==> src/common/trap_pkg.sv <==
// ------------------------------------------------
// machine trap constants: csr addresses, interrupt
// bit positions, clint offsets, mcause union
// ------------------------------------------------
package trap_pkg;

    // machine csr addresses
    localparam logic [11:0] csr_mstatus_addr = 12'h300;
    localparam logic [11:0] csr_mie_addr     = 12'h304;
    localparam logic [11:0] csr_mtvec_addr   = 12'h305;
    localparam logic [11:0] csr_mepc_addr    = 12'h341;
    localparam logic [11:0] csr_mcause_addr  = 12'h342;
    localparam logic [11:0] csr_mip_addr     = 12'h344;

    // mie/mip bit positions, equal to the interrupt cause codes
    localparam int irq_msi_bit = 3;
    localparam int irq_mti_bit = 7;
    localparam int irq_mei_bit = 11;

    // mstatus bits
    localparam int mstatus_mie_bit  = 3;
    localparam int mstatus_mpie_bit = 7;

    // clint word offsets on the 3-bit wishbone address
    localparam logic [2:0] clint_msip_off        = 3'd0;
    localparam logic [2:0] clint_mtimecmp_lo_off = 3'd1;
    localparam logic [2:0] clint_mtimecmp_hi_off = 3'd2;
    localparam logic [2:0] clint_mtime_lo_off    = 3'd3;
    localparam logic [2:0] clint_mtime_hi_off    = 3'd4;

    // mcause word
    // raw is what a csr read returns, fields is how a trap builds it
    typedef union packed {
        logic [31:0] raw;
        struct packed {
            logic        intr;
            logic [30:0] code;
        } fields;
    } mcause_u;

endpackage
==> src/design/trap_subsystem_top.sv <==
// ------------------------------------------------
// trap subsystem top: timer, gateway, csr block
// and trap handler
// ------------------------------------------------
`timescale 1ns/1ps

module trap_subsystem_top #(
    parameter int n_sources = 4,
    parameter int id_w      = $clog2(n_sources + 1)
) (
    input  logic                 clk,
    input  logic                 resetn,
    // wishbone slave, timer only
    input  logic                 wb_cyc,
    input  logic                 wb_stb,
    input  logic                 wb_we,
    input  logic [2:0]           wb_adr,
    input  logic [31:0]          wb_dat_w,
    output logic [31:0]          wb_dat_r,
    output logic                 wb_ack,
    // external interrupts
    input  logic [n_sources-1:0] src_irq,
    input  logic                 claim,
    input  logic                 complete,
    input  logic [id_w-1:0]      complete_id,
    output logic [id_w-1:0]      claim_id,
    // csr port
    input  logic                 csr_we,
    input  logic [11:0]          csr_addr,
    input  logic [31:0]          csr_wdata,
    output logic [31:0]          csr_rdata,
    // pipeline side
    input  logic                 mret_commit,
    input  logic                 exc_valid,
    input  logic [3:0]           exc_code,
    input  logic [31:0]          exc_pc,
    input  logic [31:0]          cur_pc,
    output logic                 trap_flush,
    output logic [31:0]          trap_cause,
    output logic [31:0]          trap_epc,
    output logic                 intr_happen,
    output logic                 ex_happen,
    output logic [31:0]          trap_vector,
    // pending lines, visible for debug
    output logic                 mtip,
    output logic                 msip,
    output logic                 meip
);

    logic [31:0] mie;
    logic [31:0] mip;
    logic [31:0] mstatus;

    clint_timer u_clint (
        .clk      (clk),      .resetn (resetn),
        .wb_cyc   (wb_cyc),   .wb_stb (wb_stb),  .wb_we (wb_we),
        .wb_adr   (wb_adr),   .wb_dat_w (wb_dat_w),
        .wb_dat_r (wb_dat_r), .wb_ack (wb_ack),
        .mtip     (mtip),     .msip   (msip)
    );

    plic_gateway #(.n_sources(n_sources), .id_w(id_w)) u_plic (
        .clk      (clk),      .resetn   (resetn),   .src_irq     (src_irq),
        .claim    (claim),    .complete (complete), .complete_id (complete_id),
        .claim_id (claim_id), .meip     (meip)
    );

    machine_csr u_csr (
        .clk         (clk),         .resetn     (resetn),
        .csr_we      (csr_we),      .csr_addr   (csr_addr),  .csr_wdata (csr_wdata),
        .mtip        (mtip),        .msip       (msip),      .meip      (meip),
        .trap_flush  (trap_flush),  .trap_cause (trap_cause), .trap_epc (trap_epc),
        .mret_commit (mret_commit), .csr_rdata  (csr_rdata),
        .mie         (mie),         .mip        (mip),       .mstatus   (mstatus),
        .trap_vector (trap_vector)
    );

    trap_handler u_trap (
        .clk        (clk),        .resetn    (resetn),
        .mie        (mie),        .mip       (mip),      .mstatus  (mstatus),
        .exc_valid  (exc_valid),  .exc_code  (exc_code), .exc_pc   (exc_pc),
        .cur_pc     (cur_pc),     .trap_flush (trap_flush),
        .trap_cause (trap_cause), .trap_epc  (trap_epc),
        .intr_happen (intr_happen), .ex_happen (ex_happen)
    );

endmodule

==> src/design/trap_handler.sv <==
// ------------------------------------------------
// trap decision: exception and interrupt priority,
// one-cycle flush with cooldown, cause encoding
// ------------------------------------------------
`timescale 1ns/1ps

module trap_handler
    import trap_pkg::*;
(
    input  logic        clk,
    input  logic        resetn,
    input  logic [31:0] mie,
    input  logic [31:0] mip,
    input  logic [31:0] mstatus,
    input  logic        exc_valid,
    input  logic [3:0]  exc_code,
    input  logic [31:0] exc_pc,
    input  logic [31:0] cur_pc,
    output logic        trap_flush,
    output logic [31:0] trap_cause,
    output logic [31:0] trap_epc,
    output logic        intr_happen,
    output logic        ex_happen
);

    logic [31:0] irq_active;
    logic        take_intr;
    logic        cooldown;
    mcause_u     cause_next;

    assign irq_active = mie & mip;

    // exception first, then mei > msi > mti, interrupts need mstatus.mie
    always_comb
    begin
        cause_next.raw = 32'b0;
        take_intr      = 1'b0;
        if (exc_valid)
        begin
            cause_next.fields.code = 31'(exc_code);
        end
        else if (mstatus[mstatus_mie_bit])
        begin
            take_intr = 1'b1;
            cause_next.fields.intr = 1'b1;
            if (irq_active[irq_mei_bit])
                cause_next.fields.code = 31'(irq_mei_bit);
            else if (irq_active[irq_msi_bit])
                cause_next.fields.code = 31'(irq_msi_bit);
            else if (irq_active[irq_mti_bit])
                cause_next.fields.code = 31'(irq_mti_bit);
            else
                take_intr = 1'b0;
        end
    end

    always_ff @(posedge clk)
    begin
        if (!resetn)
        begin
            trap_flush  <= 1'b0;
            intr_happen <= 1'b0;
            ex_happen   <= 1'b0;
            cooldown    <= 1'b0;
        end
        else
        begin
            trap_flush  <= 1'b0;
            intr_happen <= 1'b0;
            ex_happen   <= 1'b0;
            cooldown    <= trap_flush;
            // skip the flush cycle and the cooldown cycle
            if (!trap_flush && !cooldown)
            begin
                trap_flush  <= exc_valid || take_intr;
                intr_happen <= take_intr;
                ex_happen   <= exc_valid;
            end
        end
    end

    always_ff @(posedge clk)
    begin
        if (!trap_flush && !cooldown && (exc_valid || take_intr))
        begin
            trap_cause <= cause_next.raw;
            trap_epc   <= exc_valid ? exc_pc : cur_pc;
        end
    end

    a_flush_single: assert property (@(posedge clk) disable iff (!resetn)
        trap_flush |=> !trap_flush);

endmodule

==> src/design/machine_csr.sv <==
// ------------------------------------------------
// machine csrs: mstatus, mie, mip, mtvec, mepc,
// mcause with trap entry and mret updates
// ------------------------------------------------
`timescale 1ns/1ps

module machine_csr
    import trap_pkg::*;
(
    input  logic        clk,
    input  logic        resetn,
    input  logic        csr_we,
    input  logic [11:0] csr_addr,
    input  logic [31:0] csr_wdata,
    input  logic        mtip,
    input  logic        msip,
    input  logic        meip,
    input  logic        trap_flush,
    input  logic [31:0] trap_cause,
    input  logic [31:0] trap_epc,
    input  logic        mret_commit,
    output logic [31:0] csr_rdata,
    output logic [31:0] mie,
    output logic [31:0] mip,
    output logic [31:0] mstatus,
    output logic [31:0] trap_vector
);

    // only the three machine interrupt enables exist
    localparam logic [31:0] irq_mask = (32'd1 << irq_msi_bit)
                                     | (32'd1 << irq_mti_bit)
                                     | (32'd1 << irq_mei_bit);

    logic        status_mie;
    logic        status_mpie;
    logic [31:0] mie_q;
    logic [31:0] mtvec;
    logic [31:0] mepc;
    mcause_u     mcause;

    always_comb
    begin
        mstatus = 32'b0;
        mstatus[mstatus_mie_bit]  = status_mie;
        mstatus[mstatus_mpie_bit] = status_mpie;
    end

    // live pending lines, not writable
    always_comb
    begin
        mip = 32'b0;
        mip[irq_msi_bit] = msip;
        mip[irq_mti_bit] = mtip;
        mip[irq_mei_bit] = meip;
    end

    assign mie         = mie_q;
    // direct mode only
    assign trap_vector = {mtvec[31:2], 2'b00};

    always_comb
    begin
        case (csr_addr)
            csr_mstatus_addr: csr_rdata = mstatus;
            csr_mie_addr:     csr_rdata = mie_q;
            csr_mip_addr:     csr_rdata = mip;
            csr_mtvec_addr:   csr_rdata = mtvec;
            csr_mepc_addr:    csr_rdata = mepc;
            csr_mcause_addr:  csr_rdata = mcause.raw;
            default:          csr_rdata = 32'b0;
        endcase
    end

    always_ff @(posedge clk)
    begin
        if (!resetn)
        begin
            status_mie  <= 1'b0;
            status_mpie <= 1'b0;
            mie_q       <= 32'b0;
            mtvec       <= 32'b0;
            mcause.raw  <= 32'b0;
        end
        else
        begin
            if (csr_we && csr_addr == csr_mie_addr)
                mie_q <= csr_wdata & irq_mask;
            if (csr_we && csr_addr == csr_mtvec_addr)
                mtvec <= csr_wdata;

            // trap entry, then mret, then a plain write
            if (trap_flush)
            begin
                status_mpie <= status_mie;
                status_mie  <= 1'b0;
            end
            else if (mret_commit)
            begin
                status_mie  <= status_mpie;
                status_mpie <= 1'b1;
            end
            else if (csr_we && csr_addr == csr_mstatus_addr)
            begin
                status_mie  <= csr_wdata[mstatus_mie_bit];
                status_mpie <= csr_wdata[mstatus_mpie_bit];
            end

            if (trap_flush)
                mcause.raw <= trap_cause;
            else if (csr_we && csr_addr == csr_mcause_addr)
                mcause.raw <= csr_wdata;
        end
    end

    always_ff @(posedge clk)
    begin
        if (trap_flush)
            mepc <= trap_epc;
        else if (csr_we && csr_addr == csr_mepc_addr)
            mepc <= csr_wdata;
    end

endmodule

==> src/plic/plic_gateway.sv <==
// ------------------------------------------------
// external interrupt gateway: edge capture,
// pending and in-service bits, claim/complete
// ------------------------------------------------
`timescale 1ns/1ps

module plic_gateway #(
    parameter int n_sources = 4,
    parameter int id_w      = $clog2(n_sources + 1)
) (
    input  logic                 clk,
    input  logic                 resetn,
    input  logic [n_sources-1:0] src_irq,
    input  logic                 claim,
    input  logic                 complete,
    input  logic [id_w-1:0]      complete_id,
    output logic [id_w-1:0]      claim_id,
    output logic                 meip
);

    logic [n_sources-1:0] src_q;
    logic [n_sources-1:0] src_rise;
    logic [n_sources-1:0] pending;
    logic [n_sources-1:0] in_service;

    assign src_rise = src_irq & ~src_q;

    // held off while any source is being serviced
    assign meip = (|pending) && !(|in_service);

    // lowest id wins, id 0 means nothing pending
    always_comb
    begin
        claim_id = '0;
        for (int i = n_sources - 1; i >= 0; i--)
        begin
            if (pending[i])
                claim_id = id_w'(i + 1);
        end
    end

    always_ff @(posedge clk)
    begin
        if (!resetn)
        begin
            src_q      <= '0;
            pending    <= '0;
            in_service <= '0;
        end
        else
        begin
            src_q <= src_irq;
            for (int i = 0; i < n_sources; i++)
            begin
                // a new edge is dropped while the source is busy
                if (src_rise[i] && !pending[i] && !in_service[i])
                    pending[i] <= 1'b1;
                if (claim && (claim_id == id_w'(i + 1)))
                begin
                    pending[i]    <= 1'b0;
                    in_service[i] <= 1'b1;
                end
                // complete re-arms the gateway
                if (complete && (complete_id == id_w'(i + 1)))
                    in_service[i] <= 1'b0;
            end
        end
    end

    a_complete_id_range: assert property (@(posedge clk) disable iff (!resetn)
        complete |-> (complete_id >= id_w'(1)) && (complete_id <= id_w'(n_sources)));

endmodule

==> src/clint/clint_timer.sv <==
// ------------------------------------------------
// clint style timer: mtime, mtimecmp, msip
// behind a wishbone classic slave
// ------------------------------------------------
`timescale 1ns/1ps

module clint_timer
    import trap_pkg::*;
(
    input  logic        clk,
    input  logic        resetn,
    input  logic        wb_cyc,
    input  logic        wb_stb,
    input  logic        wb_we,
    input  logic [2:0]  wb_adr,
    input  logic [31:0] wb_dat_w,
    output logic [31:0] wb_dat_r,
    output logic        wb_ack,
    output logic        mtip,
    output logic        msip
);

    logic [63:0] mtime;
    logic [63:0] mtimecmp;
    logic [31:0] rd_mux;
    logic        wb_req;
    logic        wb_wr;

    // one access per request, the master drops stb after ack
    assign wb_req = wb_cyc && wb_stb && !wb_ack;
    assign wb_wr  = wb_req && wb_we;

    // unsigned 64-bit compare
    assign mtip = (mtime >= mtimecmp);

    always_comb
    begin
        case (wb_adr)
            clint_msip_off:        rd_mux = {31'b0, msip};
            clint_mtimecmp_lo_off: rd_mux = mtimecmp[31:0];
            clint_mtimecmp_hi_off: rd_mux = mtimecmp[63:32];
            clint_mtime_lo_off:    rd_mux = mtime[31:0];
            clint_mtime_hi_off:    rd_mux = mtime[63:32];
            default:               rd_mux = 32'b0;
        endcase
    end

    always_ff @(posedge clk)
    begin
        if (!resetn)
        begin
            mtime    <= 64'b0;
            mtimecmp <= '1;
            msip     <= 1'b0;
            wb_ack   <= 1'b0;
        end
        else
        begin
            wb_ack <= wb_req;
            // free running, a bus write to mtime overrides the increment
            mtime  <= mtime + 64'd1;
            if (wb_wr)
            begin
                case (wb_adr)
                    clint_msip_off:        msip <= wb_dat_w[0];
                    clint_mtimecmp_lo_off: mtimecmp[31:0] <= wb_dat_w;
                    clint_mtimecmp_hi_off: mtimecmp[63:32] <= wb_dat_w;
                    clint_mtime_lo_off:    mtime <= {mtime[63:32], wb_dat_w};
                    clint_mtime_hi_off:    mtime <= {wb_dat_w, mtime[31:0]};
                    default:               ;
                endcase
            end
        end
    end

    // read data sampled with the request, valid alongside ack
    always_ff @(posedge clk)
    begin
        if (wb_req)
            wb_dat_r <= rd_mux;
    end

    // ack only answers a request seen on the previous edge
    a_ack_after_req: assert property (@(posedge clk) disable iff (!resetn)
        wb_ack |-> $past(wb_cyc && wb_stb));

    a_ack_single: assert property (@(posedge clk) disable iff (!resetn)
        wb_ack |=> !wb_ack);

endmodule

==> config.mk <==
export PLATFORM = sky130hd
export DESIGN_NAME = trap_subsystem_top
export DESIGN_NICKNAME = d
export VERILOG_FILES = /design/src/common/trap_pkg.sv /design/src/design/trap_subsystem_top.sv /design/src/design/trap_handler.sv /design/src/design/machine_csr.sv /design/src/plic/plic_gateway.sv /design/src/clint/clint_timer.sv
export SDC_FILE = /design/constraint.sdc
export NUM_CORES = 1
export LEC_CHECK = 0
export ABC_AREA = 0
export BUFFER_PORTS_ARGS = -buffer_cell sky130_fd_sc_hd__buf_4
export CAP_MARGIN = 20
export CELL_PAD_IN_SITES_DETAIL_PLACEMENT = 1
export CELL_PAD_IN_SITES_GLOBAL_PLACEMENT = 1
export CORE_AREA = 2 2 201 203
export CTS_BUF_LIST = sky130_fd_sc_hd__clkbuf_16
export DETAILED_ROUTE_END_ITERATION = 8
export DIE_AREA = 0 0 203 205
export PLACE_DENSITY_LB_ADDON = 0.1
export SLEW_MARGIN = 20
export SYNTH_ARGS = -nofsm -noshare
export SYNTH_HDL_FRONTEND = slang
export SYNTH_SLANG_ARGS = --single-unit
==> constraint.sdc <==
create_clock -name clk -period 4.8 [get_ports clk]
set_clock_uncertainty 0.2 [all_clocks]
set_input_delay 0.96 -clock clk [delete_from_list [all_inputs] [get_ports clk]]
set_output_delay 0.96 -clock clk [all_outputs]
set_load 0.005 [all_outputs]
# Yosys cells after proc, flatten, opt, wreduce, memory -nomap -nowiden
# Index checks and enable logic that the tools add are counted.
[word_totals]
input_bits = 164
latch_bits = 0
register_bits = 343
output_inout_bits = 170
word_cells = 146
rom_bits = 0
memories = 0
mem_bits_rw = 0
[op_classes]
bitwise = 5
n_mux = 28
shifts = 0
addsub = 1
reduce_logical = 61
eq_ne = 20
n_mul = 0
magnitude_cmp = 1
n_div = 0
[op_table]
columns = ["operator", "count"]
rows = [
  ["$mux W32", 6],
  ["$pmux W32 S6", 1],
  ["$pmux W32 S5", 1],
  ["$pmux W64 S2", 1],
  ["$eq A12 B10 Y1 const B", 6],
  ["$add A64 B1 Y64 const B", 1],
  ["$ge A64 B64 Y1", 1],
  ["$mux W64", 1],
  ["$mux W31", 1],
  ["$logic_and A1 B1 Y1", 27],
  ["$eq A3 B2 Y1 const B", 6],
  ["$mux W3", 6],
  ["$reduce_or A2 Y1", 9],
  ["$and A12 B12 Y12", 1],
  ["$logic_not A1 Y1", 12],
  ["$reduce_or A4 Y1", 3],
  ["$mux W1", 10],
  ["$eq A3 B1 Y1 const B", 3],
  ["$eq A3 B3 Y1 const B", 3],
  ["$reduce_and A2 Y1", 4],
  ["$reduce_bool A2 Y1", 3],
  ["$and A4 B4 Y4", 1],
  ["$mux W4", 1],
  ["$ne A2 B2 Y1 const B", 2],
  ["other kinds (5)", 6],
]

# Logic depth before layout (Yosys ltp)
# Gate-level depths: netlist (run 1).
[logic_depth]
word_depth = 11
depth_mapped = 10
mapped_depth_nobuf = 9

# By module
# Synthesis (run 1) repeated with hierarchy kept, for this count alone.
[hier_totals]
hier_cells = 1978
hier_area_um2 = 17967.2
[modules_own_cells]
columns = ["mod", "cells_each", "n_inst", "area_each_um2"]
rows = [
  ["clint_timer", 1122, 1, 9454.1],
  ["machine_csr", 682, 1, 6075.8],
  ["trap_handler", 125, 1, 1913.1],
  ["plic_gateway", 49, 1, 524.3],
]

# Worst setup path before layout (run 1)
# No wires, ideal clock.
[synth_path]
path_type = "input -> register"
from = "input wb_stb"
to = "register u_clint.mtime[31]"
setup_slack_ns = 0.992
setup_time_ns = 0.128
arrival_time_ns = 3.480
stages = 10
required_time_ns = 4.472
n_path_buf = 3
cell_sequence = "and3b_1 > clkbuf_1 > and2_1 > clkbuf_1 > nand2_1 > nand2_1 > clkbuf_1 > nor4_1 > a221oi_1 > nor2_1"
[synth_between]
elab_chain_cells = 4
elab_cells_between_ends = 5
cone_classes = "1 x eq/ne; 1 x mux; 3 x reduce/logical"
[synth_lines]
columns = ["element", "line", "text"]
rows = [
  ["start, declared", "trap_subsystem_top.sv:15", "input logic wb_stb,"],
  ["$logic_and A1 B1 Y1 * (2 in series)", "clint_timer.sv:30", "assign wb_req = wb_cyc && wb_stb && !wb_ack;"],
  ["net u_clint.wb_req", "clint_timer.sv:26", "logic wb_req;"],
  ["$logic_and A1 B1 Y1 *", "clint_timer.sv:31", "assign wb_wr = wb_req && wb_we;"],
  ["$ne A2 B2 Y1 (no line) / $mux W64 (equally long branches)", "-", ""],
  ["end signal, assigned", "clint_timer.sv:61", "mtime <= mtime + 64'd1;"],
  ["end signal, assigned", "clint_timer.sv:68", "clint_mtime_lo_off: mtime <= {mtime[63:32], wb_dat_w};"],
  ["end signal, assigned", "clint_timer.sv:69", "clint_mtime_hi_off: mtime <= {wb_dat_w, mtime[31:0]};"],
  ["end, declared", "clint_timer.sv:23", "logic [63:0] mtime;"],
]
# The timed path passes the listed nets; every way through them passes the cells marked *.
# A chain may end at the register's enable or synchronous reset.

# Final worst setup path (run 1)
[layout_path]
from = "register u_clint.mtime[55]"
to = "output csr_rdata[7]"
[layout_between]
elab_chain_cells = 2
[layout_lines]
columns = ["element", "line", "text"]
rows = [
  ["$ge A64 B64 Y1", "clint_timer.sv:34", "assign mtip = (mtime >= mtimecmp);"],
  ["$pmux W32 S6", "machine_csr.sv:63", "case (csr_addr)"],
  ["end, declared", "trap_subsystem_top.sv:31", "output logic [31:0] csr_rdata,"],
]
# No other way between the ends.

==> results of run 1 <==
==> worst reg2reg max path: cells and delay by family (launching register included) <==
kind	cells	cell delay [ns]
fa+ha+maj	1	0.31
flops	1	0.50
compound gates	6	1.55
buf+inv	1	0.21
simple gates	1	0.38
==> cells by family after synthesis <==
logic type,count (synthesis),synth area share
simple gates,571,0.160
compound gates,505,0.206
flops,316,0.450
buf+inv,285,0.0803
mux,76,0.0516
fa+ha+maj,65,0.0499
xor+xnor,4,0.00215
other cells,1,0.000230
==> cells in the mapped netlist (all sizes together), types with 25 or more instances <==
master | number | share of area
edfxtp | 101 | 0.19
nand2 | 326 | 0.075
ha | 65 | 0.050
clkbuf | 98 | 0.023
a22oi | 77 | 0.035
nor3 | 25 | 0.0090
inv | 108 | 0.025
o211ai | 73 | 0.034
dfxtp | 215 | 0.26
a21oi | 156 | 0.048
nor2 | 85 | 0.020
mux2 | 65 | 0.045
buf | 79 | 0.033
o21ai | 67 | 0.021
a222oi | 31 | 0.019
==> per-layer routing <==
metal,wire (um),vias to the layer above,share of wire
met2,29000,447,0.50
met5,0,-,0
met3,3280,78,0.056
met1,24700,7474,0.42
met4,1430,0,0.024
li1,-,7030,-
==> stage by stage <==
stage               setup WS [ns]  hold WS, ns
global placement            0.927        0.240
finish                      0.416        0.256
CTS                         0.359        0.259
floorplan                   0.992        0.231
detailed placement          0.772        0.252
global route                0.271        0.269
==> flip-flops by register name, indices dropped and copies added (netlist names), 3 cells and up <==
signal	count
u_clint.mtime	64
u_clint.mtimecmp	64
u_clint.wb_dat_r	32
u_csr.mcause	32
u_csr.mepc	32
u_csr.mtvec	32
u_trap.trap_epc	32
u_trap.trap_cause	5
u_plic.in_service	4
u_plic.pending	4
u_plic.src_q	4
u_csr.mie	3
==> power by group <==
| part | switching (W) | total [W] | internal [W] |
|---|---|---|---|
| registers | 0.0000529 | 0.00290 | 0.00285 |
| logic | 0.000275 | 0.000519 | 0.000244 |
| clock network | 0.00116 | 0.00271 | 0.00154 |
| total | 0.00149 | 0.00613 | 0.00463 |
==> final timing paths <==
path / cells past startpoint / end / slack, ns / start
min reg2reg: 2 / u_csr.mcause[17] / 0.26 / u_csr.mcause[17]
min: 2 / u_csr.mcause[17] / 0.26 / u_csr.mcause[17]
max reg2reg: 9 / u_trap.trap_epc[25] / 1.37 / u_clint.mtime[55]
max: 9 / csr_rdata[7] / 0.42 / u_clint.mtime[55]
==> area by class of cell <==
cell class | count | area share
Antenna cell | 2 | 0.000251
Clock buffer | 41 | 0.0514
Clock inverter | 28 | 0.00702
Inverter | 108 | 0.0203
Multi-Input combinational cell | 1250 | 0.392
Sequential cell | 316 | 0.368
Tap cell | 525 | 0.0329
Timing Repair Buffer | 338 | 0.128
==> impl_metrics.csv, run 1 <==
group,metric,value,unit
run_status,result_of_the_run,"finished, final reports clean",
setup_path,crit_path_cell_trace,"ha_1 -> a21oi_1 -> o21ai_0 -> a221oi_1 -> o211ai_1 -> a41o_1 -> o31ai_1 -> o211ai_1 -> buf_4",
yosys,yosysSeqAreaShare,0.450,
global_routing,grt_most_used_layer,"met2",
cells_and_area,mostFrequentLayoutCells,"336 x buf_4, 326 x nand2_1, 214 x dfxtp_1",
power,pwr_density_cell,307,nW/um2
run,drv_cap,0,
setup_path,crit_fanout,7,
cells_and_area,layout.cell_area.non_filler,19900,um2
global_routing,wire_length_of_the_first_global_routing_pass,89.7,mm
timing,worst_slew_pin_slew,1.08,ns
placed_design,placed_area,18800,um2
global_routing,grt_max_degree,65,
timing,fin_tns_setup,0,ns
yosys,ys_seq_elements,316,
global_routing,groute.layer.met2.usage,0.490,
yosys,synthFlopType,"dfxtp_1",
cells_and_area,most_frequent_standard_cell_in_the_layout_excluding_fill_and_tap_cells,"buf_4",
yosys,fraction_of_registers_with_async_set_reset,0,
placed_design,port_buffers,304,
global_routing,grtUsageTotal,0.277,
yosys,synth_cell_types,73,
timing,worst_slew_margin_rel,0.280,
setup_path,worstPathBufferInverterCount,1,
floorplan,design.portCount,334,
cts,clock-sinks,316,
cts,max-clock-path-buffers,3,
cts,clock_latency,0.55,ns
setup_path,critPathTopFamily,"compound AO/OA/AOI/OAI gates",
timing,timing.fmax,0.228,GHz
cells_and_area,sequential_cell_area,7340,um2
timing,rsz0062_at_grt,"no",
cells_and_area,drive_above_1_share,0.232,
detailed_routing,vias,15029,
cts,h-tree-depth,2,
detailed_routing,vias_per_cell,5.76,
global_routing,grt.met3_usage,0.0401,
floorplan,rows,73,
yosys,synthesis.instances,1823,
setup_path,crit_slowest_cell,"dfxtp_1",
detailed_routing,post_drt_wl_per_cell,22.4,um
cells_and_area,final_net_count,2281,
setup_path,worstSetupEndpointType,"output port",
timing,finalHoldViolCount,0,
setup_path,worstPathArrival,3.22,ns
placed_design,place_inst,2537,
setup_path,crit_path_start_kind,"flip-flop",
setup_path,cp_data_required_time,3.64,ns
detailed_routing,drt_pass1_iterations,7,
global_routing,first_global_vias,15347,
timing,report.final.slew_viol_count,0,
timing,timing.final.crit_share,0.913,
cells_and_area,flow.area_growth_from_synthesis,22.3,%
setup_path,max_stage_delay,0.50,ns
cts,post_cts_resized,0,
cts,tritoncts,"done",
power,power.static_leakage,8.57,nW
cells_and_area,layout.cells.non_filler,2608,
power,report.power.total,0.00613,W
cts,ctsHoldBuffers,0,
detailed_routing,routed_wl,58.4,mm
cells_and_area,fill_cells,4581,
global_routing,globalRoute.totalOverflow,0,
detailed_routing,detail-route-antenna-nets,0,
global_routing,grt_util_met1,0.347,
setup_path,critical_path.most_common_cell,"o211ai_1",
floorplan,die-area,41600,um2
cts,clk_pin_slew,0.06,ns
cells_and_area,multi_input_comb_area,7820,um2
cts,cts_inserted_buffers,38,
floorplan,core-area,39400,um2
yosys,syn_area_cell,8.95,um2
floorplan,width_of_the_die,203,um
detailed_routing,dr.first_iter.drc_count,933,
yosys,netlist_area,16300,um2
global_routing,grt_antenna_before_repair,2,
timing,report.final.setup_viol,0,
yosys,yosysWarnings,0,
detailed_routing,remaining_drc_errors,0,
floorplan,initial_utilization,0.414,
cts,postCtsSetupRepairBufs,0,
placed_design,routabilityCongestion,0.826,
min_path,min_path_type,"flip-flop to flip-flop",
floorplan,dieHeight,205,um
setup_path,setup.worst_path.class,"flip-flop to output port",
power,vdd.ir_drop.worst,208,uV
cts,clk_root_buffer_cell,"clkbuf_16",
placed_design,detailedPlacementHpwl,41.7,mm
cells_and_area,finish.utilization,0.507,
yosys,synth_edf_count,101,
timing,final_period_minus_worst_setup_slack,4.38,ns
(Power assumes the default switching activity.)
==> run 2, diff against run 1 <==
CORE_AREA = 2 2 170 239   (was 2 2 201 203)
DIE_AREA = 0 0 172 241   (was 0 0 203 205)
==> run 2 against run 1 <==
Against the previous run: clock power fell by 11%; sequential power barely moved; global-route usage fell by 0.53 points; largest power group unchanged.
==> impl_metrics.csv, run 2 (same netlist as run 1, synthesis figures left out) <==
group,metric,value,unit
placed_design,routabilityCongestion,0.849,
cts,clock-sinks,316,
run,drv_cap,0,
setup_path,reg2reg_to,"u_trap.trap_epc[24]",
setup_path,crit_slowest_cell,"a221oi_1",
setup_path,worstPathArrival,3.12,ns
cts,max-clock-path-buffers,3,
setup_path,crit_path_cell_trace,"ha_1 -> a21oi_1 -> o21ai_0 -> a221oi_1 -> nor3_1 -> a211o_1 -> or2_2 -> buf_4",
global_routing,grt_antenna_before_repair,1,
global_routing,wire_length_of_the_first_global_routing_pass,87.3,mm
cells_and_area,mostFrequentLayoutCells,"329 x buf_4, 326 x nand2_1, 214 x dfxtp_1",
setup_path,timing.reg2reg.setup_slack,1.10,ns
global_routing,globalRoute.totalOverflow,0,
cts,tritoncts,"done",
min_path,min_path_type,"flip-flop to flip-flop",
cells_and_area,final_net_count,2270,
cts,post_cts_resized,0,
min_path,worstHoldStart,"u_csr.mcause[6]",
timing,timing.fmax,0.234,GHz
timing,report.final.slew_viol_count,0,
cts,clk_pin_slew,0.06,ns
setup_path,critPathLaunch,"u_clint.mtime[37]",
cells_and_area,layout.cells.non_filler,2595,
cts,h-tree-depth,2,
min_path,worstHoldEndpoint,"u_csr.mcause[6]",
min_path,holdPathStages,2,
detailed_routing,detail-route-antenna-nets,0,
cts,ctsHoldBuffers,0,
setup_path,max_stage_delay,0.51,ns
floorplan,rows,86,
detailed_routing,post_drt_wl_per_cell,22.2,um
detailed_routing,drt_pass1_iterations,7,
cts,clk_root_buffer_cell,"clkbuf_16",
placed_design,port_buffers,304,
timing,finalHoldViolCount,0,
setup_path,crit_path_start_kind,"flip-flop",
setup_path,worstPathBufferInverterCount,1,
detailed_routing,dr.first_iter.drc_count,800,
run_status,result_of_the_run,"finished, final reports clean",
detailed_routing,routed_wl,57.6,mm
setup_path,worstSetupEndpointType,"output port",
floorplan,die-area,41500,um2
floorplan,initial_utilization,0.416,
power,vdd.ir_drop.worst,252,uV
cells_and_area,flow.area_growth_from_synthesis,20.9,%
power,clockPowerShare,0.414,
timing,final_period_minus_worst_setup_slack,4.28,ns
detailed_routing,remaining_drc_errors,0,
detailed_routing,vias_per_cell,5.77,
power,int_power,0.00441,W
placed_design,place_inst,2533,
timing,report.final.setup_viol,0,
timing,worst_slew_pin_slew,1.01,ns
global_routing,first_global_vias,15485,
global_routing,grtUsageTotal,0.271,
floorplan,width_of_the_die,172,um
setup_path,worst-r2r-cell-count,9,
power,power.static_leakage,8.45,nW
cells_and_area,drive_above_1_share,0.227,
cells_and_area,most_frequent_standard_cell_in_the_layout_excluding_fill_and_tap_cells,"buf_4",
cts,postCtsSetupRepairBufs,0,
power,power.net_switching,0.00142,W
floorplan,design.portCount,334,
setup_path,cp_data_required_time,3.64,ns
power,comb_power_share,0.089,
cts,cts_inserted_buffers,34,
timing,rsz0062_at_grt,"no",
detailed_routing,vias,14972,
setup_path,regToRegStartpoint,"u_clint.mtime[37]",
placed_design,detailedPlacementHpwl,41.3,mm
cts,clock_latency,0.54,ns
floorplan,core-area,39200,um2
power,pwr_density_cell,296,nW/um2
setup_path,critPathTopFamily,"compound AO/OA/AOI/OAI gates",
timing,worst_slew_margin_rel,0.322,
power,power.switching_fraction,0.243,
timing,timing.final.crit_share,0.891,
floorplan,dieHeight,241,um
power,seq_power_share,0.498,
cells_and_area,reg_top3,"u_clint.mtime: 64 flops, u_clint.mtimecmp: 64 flops",
timing,fin_tns_setup,0,ns
global_routing,grt_max_degree,66,
setup_path,crit_fanout,7,
setup_path,setup.worst_path.class,"flip-flop to output port",
==> run 2: cell count changes in the layout (fill, tap and decap cells not counted) <==
cell       change
diode_2        -1
clkinv_2       +1
inv_6          +1
clkinv_8       -2
inv_2          -1
clkbuf_16      -6
clkinv_1       -2
inv_1          +1
buf_4          -7
==> run 2: layout make-up <==
type / instances / area (um2)
tap: 528 / 661
clock buffer: 35 / 876
multi-input combinational: 1250 / 7820
timing repair buffer: 331 / 2510
fill: 4637 / 19400
inverter: 108 / 405
antenna: 1 / 2.50
clock inverter: 26 / 114
sequential: 316 / 7340
==> run 2: how the worst max path moves through the flow <==
stage                                    to  slack (ns)  depth (start not counted)
after global placement        csr_rdata[27]        0.89                          9
after global routing           csr_rdata[7]        0.38                         10
final                                  mtip        0.52                          8
after CTS                              mtip        0.54                          8
after floorplan           u_clint.mtime[31]        0.99                         10
after detailed placement       csr_rdata[1]        0.77                          9
==> run 2: per-layer routing <==
layer  vias up  routed length (um)  track usage
met5         -                   0            0
met4         0                2320        0.112
met3       110                2920       0.0403
met2       429               30900        0.522
met1      7462               21500        0.292
li1       6971                   -            -
==> run 2: power by group through the flow <==
stage	sequential (W)	clock (W)	combinational, W
2_1_floorplan	0.00294	0	0.000241
6_report	0.00290	0.00241	0.000517
3_5_place_dp	0.00296	0	0.000520
5_1_grt	0.00291	0.00257	0.000560
3_3_place_gp	0.00296	0	0.000508
4_1_cts	0.00290	0.00247	0.000523
==> run 2: metrics by stage <==
stage	util	hold WS [ns]	worst slack (ns)	total power (W)	cell area, um2
4_1_cts	0.503	0.263	0.543	0.00590	19700
3_3_place_gp	0.478	0.246	0.892	0.00346	18700
6_report	0.504	0.261	0.522	0.00583	19700
2_1_floorplan	-	0.231	0.992	0.00318	16400
5_1_grt	0.503	0.282	0.385	0.00604	19700
3_5_place_dp	0.478	0.255	0.770	0.00348	18700
==> run 2: worst reg2reg max path, stage by stage, from the launching register on <==
cell and delay [ns]:
dfxtp_1 0.46, ha_1 0.31, a21oi_1 0.16, o21ai_0 0.20, a221oi_1 0.51, nor3_1 0.11, a211o_1 0.32, or2_2 0.36
a41o_2 0.52, buf_4 0.30
